File: config.mk
export PLATFORM = sky130hd
export DESIGN_NAME = tag_data_access
export DESIGN_NICKNAME = d
export VERILOG_FILES = /design/src/source/cache_pkg.sv /design/src/source/tag_data_access.sv
export VERILOG_INCLUDE_DIRS = /design/src /design/src/source
export SDC_FILE = /design/constraint.sdc
export NUM_CORES = 1
export LEC_CHECK = 0
export BUFFER_PORTS_ARGS = -buffer_cell sky130_fd_sc_hd__buf_2
export CAP_MARGIN = 20
export CORE_AREA = 2 2 269 271
export DETAILED_ROUTE_END_ITERATION = 7
export DIE_AREA = 0 0 271 273
export GPL_TIMING_DRIVEN = 0
export PLACE_DENSITY = 0.43
export SETUP_SLACK_MARGIN = 0.15
export SLEW_MARGIN = 20
export SYNTH_ARGS = -nofsm -noshare
export SYNTH_HDL_FRONTEND = slang
export SYNTH_SLANG_ARGS = --single-unit
File: constraint.sdc
create_clock -name clk -period 6.5 [get_ports clk]
set_input_delay 1.3 -clock clk [delete_from_list [all_inputs] [get_ports clk]]
set_output_delay 1.3 -clock clk [all_outputs]
set_load 0.005 [all_outputs]
File: src/source/cache_params.svh
`ifndef CACHE_PARAMS_SVH
`define CACHE_PARAMS_SVH

// Bank geometry in bytes
`define CACHE_SIZE      1024
`define LINE_SIZE       16
`define WORD_SIZE       4

// Word address width as seen on the request port
`define ADDR_WIDTH      24

// Cycles from the store read to the hit/miss decision
`define STAGE_1_CYCLES  1

`define NUM_LINES       (`CACHE_SIZE / `LINE_SIZE)
`define WORDS_PER_LINE  (`LINE_SIZE / `WORD_SIZE)

`define LINE_SEL_BITS   $clog2(`NUM_LINES)
`define WORD_SEL_BITS   $clog2(`WORDS_PER_LINE)
`define TAG_BITS        (`ADDR_WIDTH - `LINE_SEL_BITS - `WORD_SEL_BITS)

`define WORD_WIDTH      (`WORD_SIZE * 8)
`define LINE_WIDTH      (`LINE_SIZE * 8)

`endif
File: src/source/cache_pkg.sv
`include "cache_params.svh"

package cache_pkg;

    typedef logic [`TAG_BITS-1:0]      tag_t;
    typedef logic [`LINE_SEL_BITS-1:0] line_sel_t;
    typedef logic [`WORD_SEL_BITS-1:0] word_sel_t;

    typedef logic [`WORD_WIDTH-1:0]    word_t;
    typedef logic [`LINE_WIDTH-1:0]    line_t;
    typedef logic [`WORD_SIZE-1:0]     byteen_t;
    typedef logic [`LINE_SIZE-1:0]     line_byteen_t;

    typedef enum logic [1:0] {
        op_read  = 2'd0,
        op_write = 2'd1,
        op_fill  = 2'd2
    } req_op_t;

    // Tag in the upper bits, word select in the lower bits
    typedef struct packed {
        tag_t      tag;
        line_sel_t line_sel;
        word_sel_t word_sel;
    } addr_fields_t;

    typedef union packed {
        logic [`ADDR_WIDTH-1:0] raw;
        addr_fields_t           fields;
    } word_addr_t;

endpackage

File: src/source/tag_data_access.sv
`include "cache_params.svh"

module tag_data_access (
    input  logic                      clk,
    input  logic                      reset,
    input  logic                      stall,

    input  logic                      st0_valid,
    input  cache_pkg::req_op_t        st0_op,
    input  cache_pkg::word_addr_t     st0_addr,
    input  cache_pkg::word_t          st0_wdata,
    input  cache_pkg::byteen_t        st0_byteen,
    input  cache_pkg::line_t          st0_fill_data,

    input  logic                      rd_valid,
    input  logic                      rd_dirty,
    input  cache_pkg::tag_t           rd_tag,
    input  cache_pkg::line_t          rd_data,

    output cache_pkg::line_sel_t      wr_line,
    output cache_pkg::tag_t           wr_tag,
    output cache_pkg::line_byteen_t   wr_enable,
    output cache_pkg::line_t          wr_data,
    output logic                      wr_fill,

    output logic                      resp_valid,
    output logic                      resp_miss,
    output cache_pkg::word_t          resp_rdata,

    output logic                      evict_valid,
    output cache_pkg::tag_t           evict_tag,
    output cache_pkg::line_t          evict_data
);

    localparam int RD_W = 2 + `TAG_BITS + `LINE_WIDTH;

    logic                   s1_valid     [`STAGE_1_CYCLES];
    cache_pkg::req_op_t     s1_op        [`STAGE_1_CYCLES];
    cache_pkg::word_addr_t  s1_addr      [`STAGE_1_CYCLES];
    cache_pkg::word_t       s1_wdata     [`STAGE_1_CYCLES];
    cache_pkg::byteen_t     s1_byteen    [`STAGE_1_CYCLES];
    cache_pkg::line_t       s1_fill_data [`STAGE_1_CYCLES];

    logic [RD_W-1:0]        rd_pack;
    logic [RD_W-1:0]        rd_use;

    logic                   use_valid;
    logic                   use_dirty;
    cache_pkg::tag_t        use_tag;
    cache_pkg::line_t       use_data;

    logic                   req_valid;
    cache_pkg::word_addr_t  req_addr;
    logic                   is_fill;
    logic                   miss;
    logic                   real_fill;
    logic                   write_hit;

    // Request travels alongside the store read
    always_ff @(posedge clk) begin
        if (reset) begin
            for (int i = 0; i < `STAGE_1_CYCLES; i++) begin
                s1_valid[i] <= 1'b0;
            end
        end else if (!stall) begin
            s1_valid[0] <= st0_valid;
            for (int i = 1; i < `STAGE_1_CYCLES; i++) begin
                s1_valid[i] <= s1_valid[i-1];
            end
        end
    end

    always_ff @(posedge clk) begin
        if (!stall) begin
            s1_op[0]        <= st0_op;
            s1_addr[0]      <= st0_addr;
            s1_wdata[0]     <= st0_wdata;
            s1_byteen[0]    <= st0_byteen;
            s1_fill_data[0] <= st0_fill_data;
            for (int i = 1; i < `STAGE_1_CYCLES; i++) begin
                s1_op[i]        <= s1_op[i-1];
                s1_addr[i]      <= s1_addr[i-1];
                s1_wdata[i]     <= s1_wdata[i-1];
                s1_byteen[i]    <= s1_byteen[i-1];
                s1_fill_data[i] <= s1_fill_data[i-1];
            end
        end
    end

    assign rd_pack = {rd_valid, rd_dirty, rd_tag, rd_data};

    // The store already spends one cycle on its read
    if (`STAGE_1_CYCLES > 1) begin : g_rd_delay
        logic [RD_W-1:0] rd_d [`STAGE_1_CYCLES-1];

        always_ff @(posedge clk) begin
            if (!stall) begin
                rd_d[0] <= rd_pack;
                for (int i = 1; i < `STAGE_1_CYCLES - 1; i++) begin
                    rd_d[i] <= rd_d[i-1];
                end
            end
        end

        assign rd_use = rd_d[`STAGE_1_CYCLES-2];
    end else begin : g_rd_direct
        assign rd_use = rd_pack;
    end

    assign {use_valid, use_dirty, use_tag, use_data} = rd_use;

    assign req_valid = s1_valid[`STAGE_1_CYCLES-1];
    assign req_addr  = s1_addr[`STAGE_1_CYCLES-1];
    assign is_fill   = s1_op[`STAGE_1_CYCLES-1] == cache_pkg::op_fill;

    assign miss      = !use_valid || (use_tag != req_addr.fields.tag);
    // Fill of a line that already holds this tag leaves it alone
    assign real_fill = req_valid && is_fill && miss;
    assign write_hit = req_valid && (s1_op[`STAGE_1_CYCLES-1] == cache_pkg::op_write) && !miss;

    always_comb begin
        wr_enable = '0;
        wr_data   = '0;
        for (int w = 0; w < `WORDS_PER_LINE; w++) begin
            if (real_fill) begin
                wr_enable[w*`WORD_SIZE +: `WORD_SIZE] = '1;
                wr_data[w*`WORD_WIDTH +: `WORD_WIDTH] =
                    s1_fill_data[`STAGE_1_CYCLES-1][w*`WORD_WIDTH +: `WORD_WIDTH];
            end else begin
                wr_data[w*`WORD_WIDTH +: `WORD_WIDTH] = s1_wdata[`STAGE_1_CYCLES-1];
                if (write_hit && req_addr.fields.word_sel == cache_pkg::word_sel_t'(w)) begin
                    wr_enable[w*`WORD_SIZE +: `WORD_SIZE] = s1_byteen[`STAGE_1_CYCLES-1];
                end
            end
        end
    end

    assign wr_line = req_addr.fields.line_sel;
    assign wr_tag  = req_addr.fields.tag;
    assign wr_fill = real_fill;

    assign resp_valid = req_valid && !is_fill && !stall;
    assign resp_miss  = miss;
    assign resp_rdata = miss ? '0 :
                        use_data[req_addr.fields.word_sel*`WORD_WIDTH +: `WORD_WIDTH];

    // Displaced dirty line goes back to memory
    assign evict_valid = real_fill && use_valid && use_dirty && !stall;
    assign evict_tag   = use_tag;
    assign evict_data  = use_data;

endmodule

==> metrics.txt <==
outcome finished clean; Cell Rows 98; unrepaired setup endpoints after global routing false; delay-heaviest family, CP simple AND/OR/NAND/NOR gates; overall die area 74,000 sq um; Slowest cell on crit path sky130_fd_sc_hd__nor2b_1; clock buffer depth 2; TritonCTS clock tree yes; most common cell after layout, fill and taps aside sky130_fd_sc_hd__buf_2; number of endpoints failing setup at the final stage 0; number of maximum-capacitance constraint violations 0; Vert. Die Dim 273 microns; starting density of the core 14.3%; slowest stage delay, CP 0.53 ns; count of routing violations after the opening detailed-route iteration 207; CTS Buf Count 17; Seq/Total Area, Yosys 56.4%; area of the placeable core 71,000 sq um; number of vias in the routed layout 8,013; headroom to the max-slew limit 41.0%; 1st-pass router iterations 6; number of nets in the finished design 1,707; Area growth, synth to finish 53.2%; ANT nets after route 0; Buffers on Ports 685; asr flop ratio synth 0%; global-route congestion overflow total 0; power per cell area 214 nW/um^2; startpoint types primary input; startpoint-to-endpoint class of the critical path primary input to output pin; synthesized net count 997; mean area per synthesized cell 15.5 sq um; mapped cell area 10,200 sq um; required time of the worst setup path 5.20 ns; Post-synth top flop sky130_fd_sc_hd__edfxtp_1; average wire per cell in the routed design 18.9 microns; root buffer cell sky130_fd_sc_hd__clkbuf_16; max-slew violations 0; CP Capture Type output pin; synth warn 0; count of hold buffers inserted by post-cts repair 0; highest ir drop seen on vdd 0.249 mV; maximum fanout count along the critical path 10; proportion of layout cells with a drive suffix above 1 78.7%; final setup TNS 0 ns; DP Wirelength 36,900 microns; leading cell types in the layout, fill and taps excluded sky130_fd_sc_hd__buf_2 (698), sky130_fd_sc_hd__edfxtp_1 (191), sky130_fd_sc_hd__buf_4 (166), sky130_fd_sc_hd__mux2_2 (95), sky130_fd_sc_hd__nor2b_1 (35); leakage dissipation 0.00688 uW; Clock transition at path regs 0.09 ns; CTS sink count 191; data arrival at the endpoint of the critical path 4.03 ns; horizontal die dimension 271 microns; shortest period the worst path allows 5.33 ns; Least-Margin Pin Slew 0.885 ns; number of synthesized register bits 191; Total Routed Length 44,000 microns; worst path bufs/invs 3; vias in the first global route 8,328; sequential cell area 5740 sq um; Avg Vias per Cell 3.44; Hold/Removal Path Class primary input to flop; wire length of the first global-routing pass 59,700 microns; area used by multi-input combinational logic 3010 sq um; number of antenna violations at the first check in global routing 15; count of different cell masters after synthesis 31; Worst Hold Path Cells 1; Post-Synthesis Cells 657; Most common cell on crit path sky130_fd_sc_hd__buf_2; CTS HTree Levels 4; number of cells upsized or downsized after cts 0; number of filler cells placed in the layout 7,716; depth of the critical timing path with buffers and inverters included 8; portion of the clock cycle consumed by the worst path in the final layout 81.9%; total power draw 3330 uW; cell-by-cell listing of the critical path buf_2 -> xnor2_1 -> nand2_1 -> a2111oi_2 -> nand4b_1 -> clkbuf_1 -> nor2b_1 -> buf_2; number of I/O pins 686; largest net degree at the start of global routing 35; upper clock frequency limit 188 MHz; total setup buffers inserted after CTS 0; hold violation total from the final report 0; global router's overall resource usage 11.4%; # DRC 0; routability-driven placement congestion ratio 0.933; number of flops mapped to enable cells by yosys 191
[cell type report]
type	count	share of cell area, %
Inverter	4	0.121
Tap cell	950	7.64
Sequential cell	191	36.8
Clock buffer	17	2.73
Clock inverter	15	1.46
Buffer	194	9.03
Antenna cell	1	0.0161
Timing Repair Buffer	691	22.8
Multi-Input combinational cell	268	19.3
[worst paths after layout]
kind	startpoint	endpoint	slack [ns]
setup / recovery	rd_tag[5]	resp_rdata[17]	1.17
hold / removal	st0_wdata[24]	s1_wdata[0][24]	0.97
[metrics by stage]
step	cell area (sq um)	hold WS [ns]	setup WS, ns	instances	utilization, %
detailed placement	14900	1.48	1.07	2298	21.0
CTS	15600	0.942	1.06	2330	21.9
global placement	14800	1.48	-1.35	2292	20.8
global route	15600	0.943	1.03	2331	21.9
floorplan	10200	1.40	0.567	657	-
finish	15600	0.974	1.17	2331	21.9
[flip-flops by register name, indices dropped and copies added, names as in the netlist]
name	cells
s1_addr	24
s1_byteen	4
s1_fill_data	128
s1_op	2
s1_valid	1
s1_wdata	32
[synthesized netlist by cell type (2+ instances only)]
cell type / number / area [sq um]
sky130_fd_sc_hd__nor2b_1: 35 / 219
sky130_fd_sc_hd__nand3b_1: 2 / 15.0
sky130_fd_sc_hd__mux2_4: 33 / 495
sky130_fd_sc_hd__buf_4: 166 / 1250
sky130_fd_sc_hd__clkbuf_1: 9 / 33.8
sky130_fd_sc_hd__xnor2_1: 13 / 114
sky130_fd_sc_hd__mux4_2: 32 / 721
sky130_fd_sc_hd__or2_2: 16 / 100
sky130_fd_sc_hd__nand3_1: 3 / 15.0
sky130_fd_sc_hd__nand2_1: 8 / 30.0
sky130_fd_sc_hd__buf_6: 5 / 56.3
sky130_fd_sc_hd__inv_1: 4 / 15.0
sky130_fd_sc_hd__edfxtp_1: 191 / 5740
sky130_fd_sc_hd__mux2_2: 95 / 1070
sky130_fd_sc_hd__o21bai_1: 16 / 120
sky130_fd_sc_hd__buf_2: 13 / 65.1
sky130_fd_sc_hd__nor3b_1: 2 / 15.0
[report_power, final]
group / switching [uW] / leakage [uW] / internal [uW] / total [uW]
registers: 44.4 / 0.00187 / 1460 / 1510
clock network: 596 / 0.000314 / 573 / 1170
logic: 276 / 0.00470 / 379 / 655
[metal layers]
metal	global-route usage (%)	share of wire, %	up-vias
met1	10.9	34	3813
li1	-	-	3697
met2	21.8	54	421
met4	4.46	2.9	20
met5	0	0.29	-
met3	4.50	8.4	62
[logic make-up after synthesis]
group                     share of synthesized area [%]
buffers and inverters                              14.0
DFF                                                56.4
muxes                                              22.5
and+or+nand+nor                                    4.43
AOI/OAI and AO/OA                                  1.55
xor gates and xnor gates                           1.12
(Power assumes the default switching activity.)
