$ cat src/source/cache_params.svh
`ifndef CACHE_PARAMS_SVH
`define CACHE_PARAMS_SVH

// Bank geometry in bytes
`define CACHE_SIZE      1024
`define LINE_SIZE       16
`define WORD_SIZE       4

// Word address width as seen on the request port
`define ADDR_WIDTH      24

// Cycles from the store read to the hit/miss decision
`define STAGE_1_CYCLES  1

`define NUM_LINES       (`CACHE_SIZE / `LINE_SIZE)
`define WORDS_PER_LINE  (`LINE_SIZE / `WORD_SIZE)

`define LINE_SEL_BITS   $clog2(`NUM_LINES)
`define WORD_SEL_BITS   $clog2(`WORDS_PER_LINE)
`define TAG_BITS        (`ADDR_WIDTH - `LINE_SEL_BITS - `WORD_SEL_BITS)

`define WORD_WIDTH      (`WORD_SIZE * 8)
`define LINE_WIDTH      (`LINE_SIZE * 8)

`endif
$ cat src/source/cache_pkg.sv
`include "cache_params.svh"

package cache_pkg;

    typedef logic [`TAG_BITS-1:0]      tag_t;
    typedef logic [`LINE_SEL_BITS-1:0] line_sel_t;
    typedef logic [`WORD_SEL_BITS-1:0] word_sel_t;

    typedef logic [`WORD_WIDTH-1:0]    word_t;
    typedef logic [`LINE_WIDTH-1:0]    line_t;
    typedef logic [`WORD_SIZE-1:0]     byteen_t;
    typedef logic [`LINE_SIZE-1:0]     line_byteen_t;

    typedef enum logic [1:0] {
        op_read  = 2'd0,
        op_write = 2'd1,
        op_fill  = 2'd2
    } req_op_t;

    // Tag in the upper bits, word select in the lower bits
    typedef struct packed {
        tag_t      tag;
        line_sel_t line_sel;
        word_sel_t word_sel;
    } addr_fields_t;

    typedef union packed {
        logic [`ADDR_WIDTH-1:0] raw;
        addr_fields_t           fields;
    } word_addr_t;

endpackage

$ cat src/source/cache_req_stage.sv
`include "cache_params.svh"

module cache_req_stage (
    input  logic                   clk,
    input  logic                   reset,
    input  logic                   stall,

    input  logic                   req_valid,
    input  cache_pkg::req_op_t     req_op,
    input  cache_pkg::word_addr_t  req_addr,
    input  cache_pkg::word_t       req_wdata,
    input  cache_pkg::byteen_t     req_byteen,
    input  cache_pkg::line_t       req_fill_data,

    output logic                   st0_valid,
    output cache_pkg::req_op_t     st0_op,
    output cache_pkg::word_addr_t  st0_addr,
    output cache_pkg::word_t       st0_wdata,
    output cache_pkg::byteen_t     st0_byteen,
    output cache_pkg::line_t       st0_fill_data,

    output cache_pkg::line_sel_t   read_line
);

    cache_pkg::word_addr_t  addr_in;
    logic                   accept;

    assign accept = req_valid && !stall;

    // A fill covers the whole line, so the word select carries no meaning
    always_comb begin
        addr_in = req_addr;
        if (req_op == cache_pkg::op_fill) begin
            addr_in.fields.word_sel = '0;
        end
    end

    always_ff @(posedge clk) begin
        if (reset) begin
            st0_valid <= 1'b0;
        end else if (!stall) begin
            st0_valid <= req_valid;
        end
    end

    always_ff @(posedge clk) begin
        if (accept) begin
            st0_op        <= req_op;
            st0_addr      <= addr_in;
            st0_wdata     <= req_wdata;
            st0_byteen    <= req_byteen;
            st0_fill_data <= req_fill_data;
        end
    end

    // Store read is indexed by the held request
    assign read_line = st0_addr.fields.line_sel;

endmodule

$ cat config.mk
export PLATFORM = sky130hd
export DESIGN_NAME = cache_req_stage
export DESIGN_NICKNAME = d
export VERILOG_FILES = /design/src/source/cache_pkg.sv /design/src/source/cache_req_stage.sv
export VERILOG_INCLUDE_DIRS = /design/src /design/src/source
export SDC_FILE = /design/constraint.sdc
export NUM_CORES = 1
export LEC_CHECK = 0
export BUFFER_PORTS_ARGS = -buffer_cell sky130_fd_sc_hd__buf_4
export CORE_AREA = 3 3 153 155
export CTS_BUF_LIST = sky130_fd_sc_hd__clkbuf_8
export DETAILED_ROUTE_END_ITERATION = 10
export DIE_AREA = 0 0 156 158
export HOLD_SLACK_MARGIN = 0.03
export PLACE_DENSITY_LB_ADDON = 0.1
export SLEW_MARGIN = 5
export SYNTH_ARGS = -nofsm -noshare
export SYNTH_HDL_FRONTEND = slang
export SYNTH_SLANG_ARGS = --single-unit
export TNS_END_PERCENT = 5
$ cat constraint.sdc
create_clock -name clk -period 15.1 [get_ports clk]
set_clock_uncertainty 0.15 [all_clocks]
set_input_delay 1.51 -clock clk [delete_from_list [all_inputs] [get_ports clk]]
set_output_delay 1.51 -clock clk [all_outputs]
set_load 0.01 [all_outputs]
==> key figures, run 1 <==
Status
  • Status: completed

GRT
  • Initial antenna violation count: 0
  • Vias in the first global route: 3,728
  • Total track usage: 12.5%
  • First-pass GRT wire length: 22.3 mm
  • Largest net degree at the start of global routing: 86
  • Overflow after GRT: 0

Job
  • Max-Cap Viols: 0

Yosys
  • Yosys warning total: 0
  • Synth Register Bits: 191
  • Synth Instances: 203
  • Syn_area_per_cell: 28.6 µm²
  • Count of unique library cells instantiated by Yosys: 8
  • Seq/Total Area, Yosys: about 99%
  • Post-Syn Area: 5810 µm²
  • Synthesized Nets: 397

Die
  • Row Count: 54
  • I/O pins: 391
  • Core area: 22,000 µm²
  • Initial core utilization: 26.5%
  • Total die area: about 25,000 µm²
  • Die width: 156 µm
  • DIE HEIGHT: 158 µm

Timing
  • Max Freq: between 300 and 400 MHz
  • Fin worst setup slack: about 12 ns
  • Max Slew Vio Count: 0
  • Setup TNS: 0 ns
  • Worst slew pin tran: 1.06 ns
  • Slew HR: 29.2%
  • Setup violators final: 0
  • Fin crit share: 21.3%
  • Fin. Hold Viols: 0
  • Period minus WS final: ~3.2 ns
  • RSZ-0062 raised after global routing: false

Critical path
  • Critical-path top delay cell: buf_4
  • CP Buf/Inv Count: 2
  • Cell Chain, Critical Path: buf_4 -> and2b_4 -> buf_4
  • Reg2Reg Launch Point: st0_valid$_SDFFE_PP0N_
  • Crit-path max FO: 85
  • Crit end category: flop
  • Worst endpoint required time: 15.01 ns
  • Reg2reg path depth: 2
  • CP max stage delay: 0.87 ns
  • R2R setup slack: 14.36 ns
  • Cell mode on critical path: buf_4
  • CP Class: in -> reg
  • Crit-path leading delay family: buffers and inverters
  • RR Endpoint: st0_valid$_SDFFE_PP0N_
  • Worst Path Arrival: ~3.1 ns
  • CP startpoint kind: input port

Clock tree
  • H-tree level count: 4
  • Sink Count: 191
  • Post-CTS setup buffers: 0
  • Cts bufs inserted: 17
  • Hold_buf cts: 0
  • Clk_lat worst skew: 0.43 ns
  • CTS tree: built
  • Max Buffers Root-to-Sink: 2
  • Resize count post-CTS: 0
  • Clock slew at reported path FFs: approximately 0.1 ns
  • Root Driver: clkbuf_8

Routing
  • Top layer in use: met4
  • Met3 wire len: 2.01 mm
  • Final wirelength: 16.5 mm
  • Drt wl/cell: 18.3 µm
  • TritonRoute pass-1 iters: 4
  • Via/cell ratio: 3.88
  • DR DRC count: 0
  • Vias: 3,500
  • WL met2: 9.10 mm
  • Initial DRC Count: 133
  • M1 WL: 5.13 mm
  • DRT antenna net count: 0

Place
  • RePlAce Congestion: 0.774
  • HPWL Detailed: 12.9 mm
  • Setup slack at placement: 11.37 ns
  • IO Port Bufs: 390

Power
  • Leak: 0.00391 µW
  • Overall power: between 1000 and 1500 µW
  • Peak VDD IR: 0.0719 mV
  • Pwr/cell area: 116 nW/µm²

Finish
  • Layout cell share with drive strength beyond 1: 68.3%
  • Final net count: 802
  • Synth-to-layout area growth: 63.0%
  • Diodes inserted: 0
  • Fillcell total: 1,969

Hold path
  • Hold path cells: 2
  • Hold WC Path Type: reg -> reg
  • Hold path start: st0_valid$_SDFFE_PP0N_
  • Min-Delay Endpoint: st0_valid$_SDFFE_PP0N_
==> worst reg2reg max path: cells and delay by family, from the launching register on <==
family	cells	cell delay [ns]
mux	1	0.12
flops	1	0.32
simple gates	1	0.05
==> metrics by stage <==
step / utilization, % / hold WS, ns / area [µm²] / std cells
4_1_cts: 43.1 / 0.376 / 9470 / 901
2_1_floorplan: - / 0.385 / 5810 / 203
3_5_place_dp: 41.3 / 0.351 / 9060 / 869
5_1_grt: 43.1 / 0.421 / 9470 / 901
6_report: 43.1 / 0.367 / 9470 / 901
3_3_place_gp: 41.3 / 0.339 / 9060 / 869
==> how the worst max path moves through the flow <==
stage | startpoint | to | depth (start not counted)
after floorplan | stall | st0_addr[0]$_SDFFCE_PN0P_ | 1
final | stall | st0_fill_data[11]$_DFFE_PP_ | 3
after detailed placement | stall | st0_fill_data[10]$_DFFE_PP_ | 3
after global routing | stall | st0_fill_data[125]$_DFFE_PP_ | 3
after CTS | stall | st0_wdata[23]$_DFFE_PP_ | 3
after global placement | stall | st0_wdata[5]$_DFFE_PP_ | 3
==> placed cells by master (no fill, tap or decap) <==
cell,instances
inv_1,1
edfxtp_1,190
dfxtp_1,1
clkinv_8,3
clkinv_4,2
clkbuf_8,17
and2b_4,1
nor2_1,1
inv_8,4
inv_6,3
clkinv_2,1
mux2i_1,1
nand2b_1,1
bufinv_16,1
and2_1,2
buf_4,392
==> report_power, final <==
part	internal, µW	switching (µW)
combinational	72.2	52.0
sequential	623	9.74
clock	141	198
total	835	259
==> registers in the layout, indices dropped and copies added, names as in the netlist <==
register and count:
st0_wdata 32, st0_valid 1, st0_byteen 4, st0_addr 24
st0_op 2, st0_fill_data 128
==> layout make-up <==
cell class / count / area [µm²] / area share [%]
clock buffer: 17 / 234 / 2.47
clock inverter: 15 / 176 / 1.86
multi-input combinational: 6 / 42.5 / 0.449
sequential: 191 / 5730 / 60.4
tap: 280 / 350 / 3.70
timing repair buffer: 392 / 2940 / 31.1
==> cell families (layout without fill, tap and decap cells) <==
| group | after synthesis | after routing | share of synthesized area (%) |
|---|---|---|---|
| flip-flops | 191 | 191 | 98.5 |
| buffers and inverters | 6 | 424 | 0.775 |
| multiplexers | 1 | 1 | 0.172 |
| AND/OR/NAND/NOR | 5 | 5 | 0.517 |
==> cell usage after synthesis <==
cell      number  area, µm²
mux2i_1        1       10.0
nor2_1         1       3.75
nand2b_1       1       6.26
edfxtp_1     190       5710
buf_4          6       45.0
and2_1         2       12.5
and2b_1        1       7.51
dfxtp_1        1       20.0
==> layer usage <==
metal / vias up / GRT usage (%)
li1: 1621 / -
met1: 1659 / 11.7
met2: 210 / 23.1
met3: 10 / 6.89
met4: 0 / 4.12
met5: - / 0
Note: power is estimated with default switching activity, not from simulation.
==> run 2: changes to the inputs <==
CORE_AREA = 3 3 150 152   (was 3 3 153 155)
DIE_AREA = 0 0 153 155   (was 0 0 156 158)
clock period = 2.8 ns   (was 15.1 ns; I/O delays follow)
==> run 2 against run 1 <==
Against the previous run:
- the run now fails in clock tree synthesis (4_1_cts)
- area after synthesis unchanged
- synthesized cell count unchanged
==> key figures, run 2 <==
Yosys
  • EDFF count, synth: 190
  • Yosys top cell by area: edfxtp_1
  • Post-synth top flop: edfxtp_1
  • Synthesized Nets: 397
  • Share of the synthesized area in the top cell type: 98.2%
  • Synth Instances: slightly above 200
  • Syn_area_per_cell: 28.6 µm²
  • Post-Syn Area: 5810 µm²
  • Cell with the most instances after synthesis: edfxtp_1
  • Post-synth top cells: 190 x edfxtp_1, 6 x buf_4, 2 x and2_1
  • Synth Register Bits: 191
  • Yosys warning total: 0
  • Ys async rst share: 0%
  • Synth top area cells: edfxtp_1 98%, buf_4 0.78%, dfxtp_1 0.34%
  • Seq/Total Area, Yosys: 98.5%
  • Count of unique library cells instantiated by Yosys: 8

Clock tree
  • Resize count post-CTS: 0
  • Root Driver: clkbuf_8
  • Post-CTS setup buffers: 0
  • Max Buffers Root-to-Sink: 2
  • Sink Count: 191
  • H-tree level count: 4
  • Hold_buf cts: 180
  • Cts bufs inserted: 17

Status
  • Tool Error: [ERROR RSZ-0060] Max buffer count reached.
  • Last stage: clock tree synthesis (4_1_cts)
  • Status: stopped before the end

Die
  • Initial core utilization: 27.5%
  • Row Count: 53
  • I/O pins: around 390
  • DIE HEIGHT: 155 µm
  • Die width: ~150 µm

Place
  • HPWL Detailed: between 10 and 15 mm
  • RePlAce Congestion: approximately 0.8
  • IO Port Bufs: 390
## run 2: cell counts after synthesis
No cell type changed its count.
## run 2: cell families after synthesis
family	Yosys count	share of synthesized area (%)
buffers and inverters	6	0.775
DFF	191	98.5
muxes	1	0.172
and+or+nand+nor	5	0.517
## run 2: metrics by stage
step	area [µm²]	cells	setup WS, ns
after detailed placement	9110	866	1.14
after global placement	9110	866	1.16
after floorplan	5810	203	0.314
==> run 3: changes to the inputs <==
CORE_AREA = unset   (was 3 3 150 152)
CORE_MARGIN = 3   (was unset)
CORE_UTILIZATION = 25   (was unset)
CTS_BUF_LIST = unset   (was sky130_fd_sc_hd__clkbuf_8)
DIE_AREA = unset   (was 0 0 153 155)
HOLD_SLACK_MARGIN = unset   (was 0.03)
PLACE_DENSITY_LB_ADDON = 0.15   (was 0.1)
clock period = 3.6 ns   (was 2.8 ns; I/O delays follow)
==> run 3 against run 2 <==
Against the previous run:
- synthesized cell count stayed put
- area after synthesis unchanged
- the flow again stops in clock tree synthesis (4_1_cts)
==> key figures, run 3 <==
Status
  • Status: stopped before the end
  • Last stage: clock tree synthesis (4_1_cts)
  • Tool Error: [ERROR RSZ-0060] Max buffer count reached.

Yosys
  • Share of the synthesized area in the top cell type: 98.2%
  • Ys async rst share: 0%
  • Synth top area cells: edfxtp_1 98%, buf_4 0.78%, dfxtp_1 0.34%
  • Post-synth top flop: edfxtp_1
  • Syn_area_per_cell: 28.6 µm²
  • Count of unique library cells instantiated by Yosys: 8
  • Post-Syn Area: 5810 µm²
  • EDFF count, synth: 190
  • Seq/Total Area, Yosys: 98.5%
  • Synthesized Nets: 397
  • Yosys top cell by area: edfxtp_1
  • Post-synth top cells: 190 x edfxtp_1, 6 x buf_4, 2 x and2_1
  • Cell with the most instances after synthesis: edfxtp_1
  • Synth Register Bits: 191
  • Synth Instances: 203
  • Yosys warning total: 0

Place
  • Dpl cells: 879
  • HPWL Detailed: 12.4 mm
  • RePlAce Congestion: slightly above 0.7
  • Placed inst area: between 9000 and 10,000 µm²
  • IO Port Bufs: 390

Clock tree
  • H-tree level count: 4
  • Sink Count: 191
  • Max Buffers Root-to-Sink: 2
  • Cts bufs inserted: 17
  • Resize count post-CTS: 0
  • Root Driver: clkbuf_16
  • Post-CTS setup buffers: 0
  • Hold_buf cts: 183

Die
  • Initial core utilization: 25.6%
  • I/O pins: between 300 and 400
  • DIE HEIGHT: 158 µm
  • Die width: 158 µm
  • Row Count: 55
## run 3: cell counts after synthesis
Identical to the previous run, type by type.
## run 3: through the flow
stage	worst slack (ns)	hold WS, ns
after floorplan	0.293	0.282
after global placement	1.41	0.338
after detailed placement	1.39	0.354
## run 3: cells by family after synthesis
group | share of synthesized area, %
mux | 0.172
flops | 98.5
buf+inv | 0.775
simple gates | 0.517
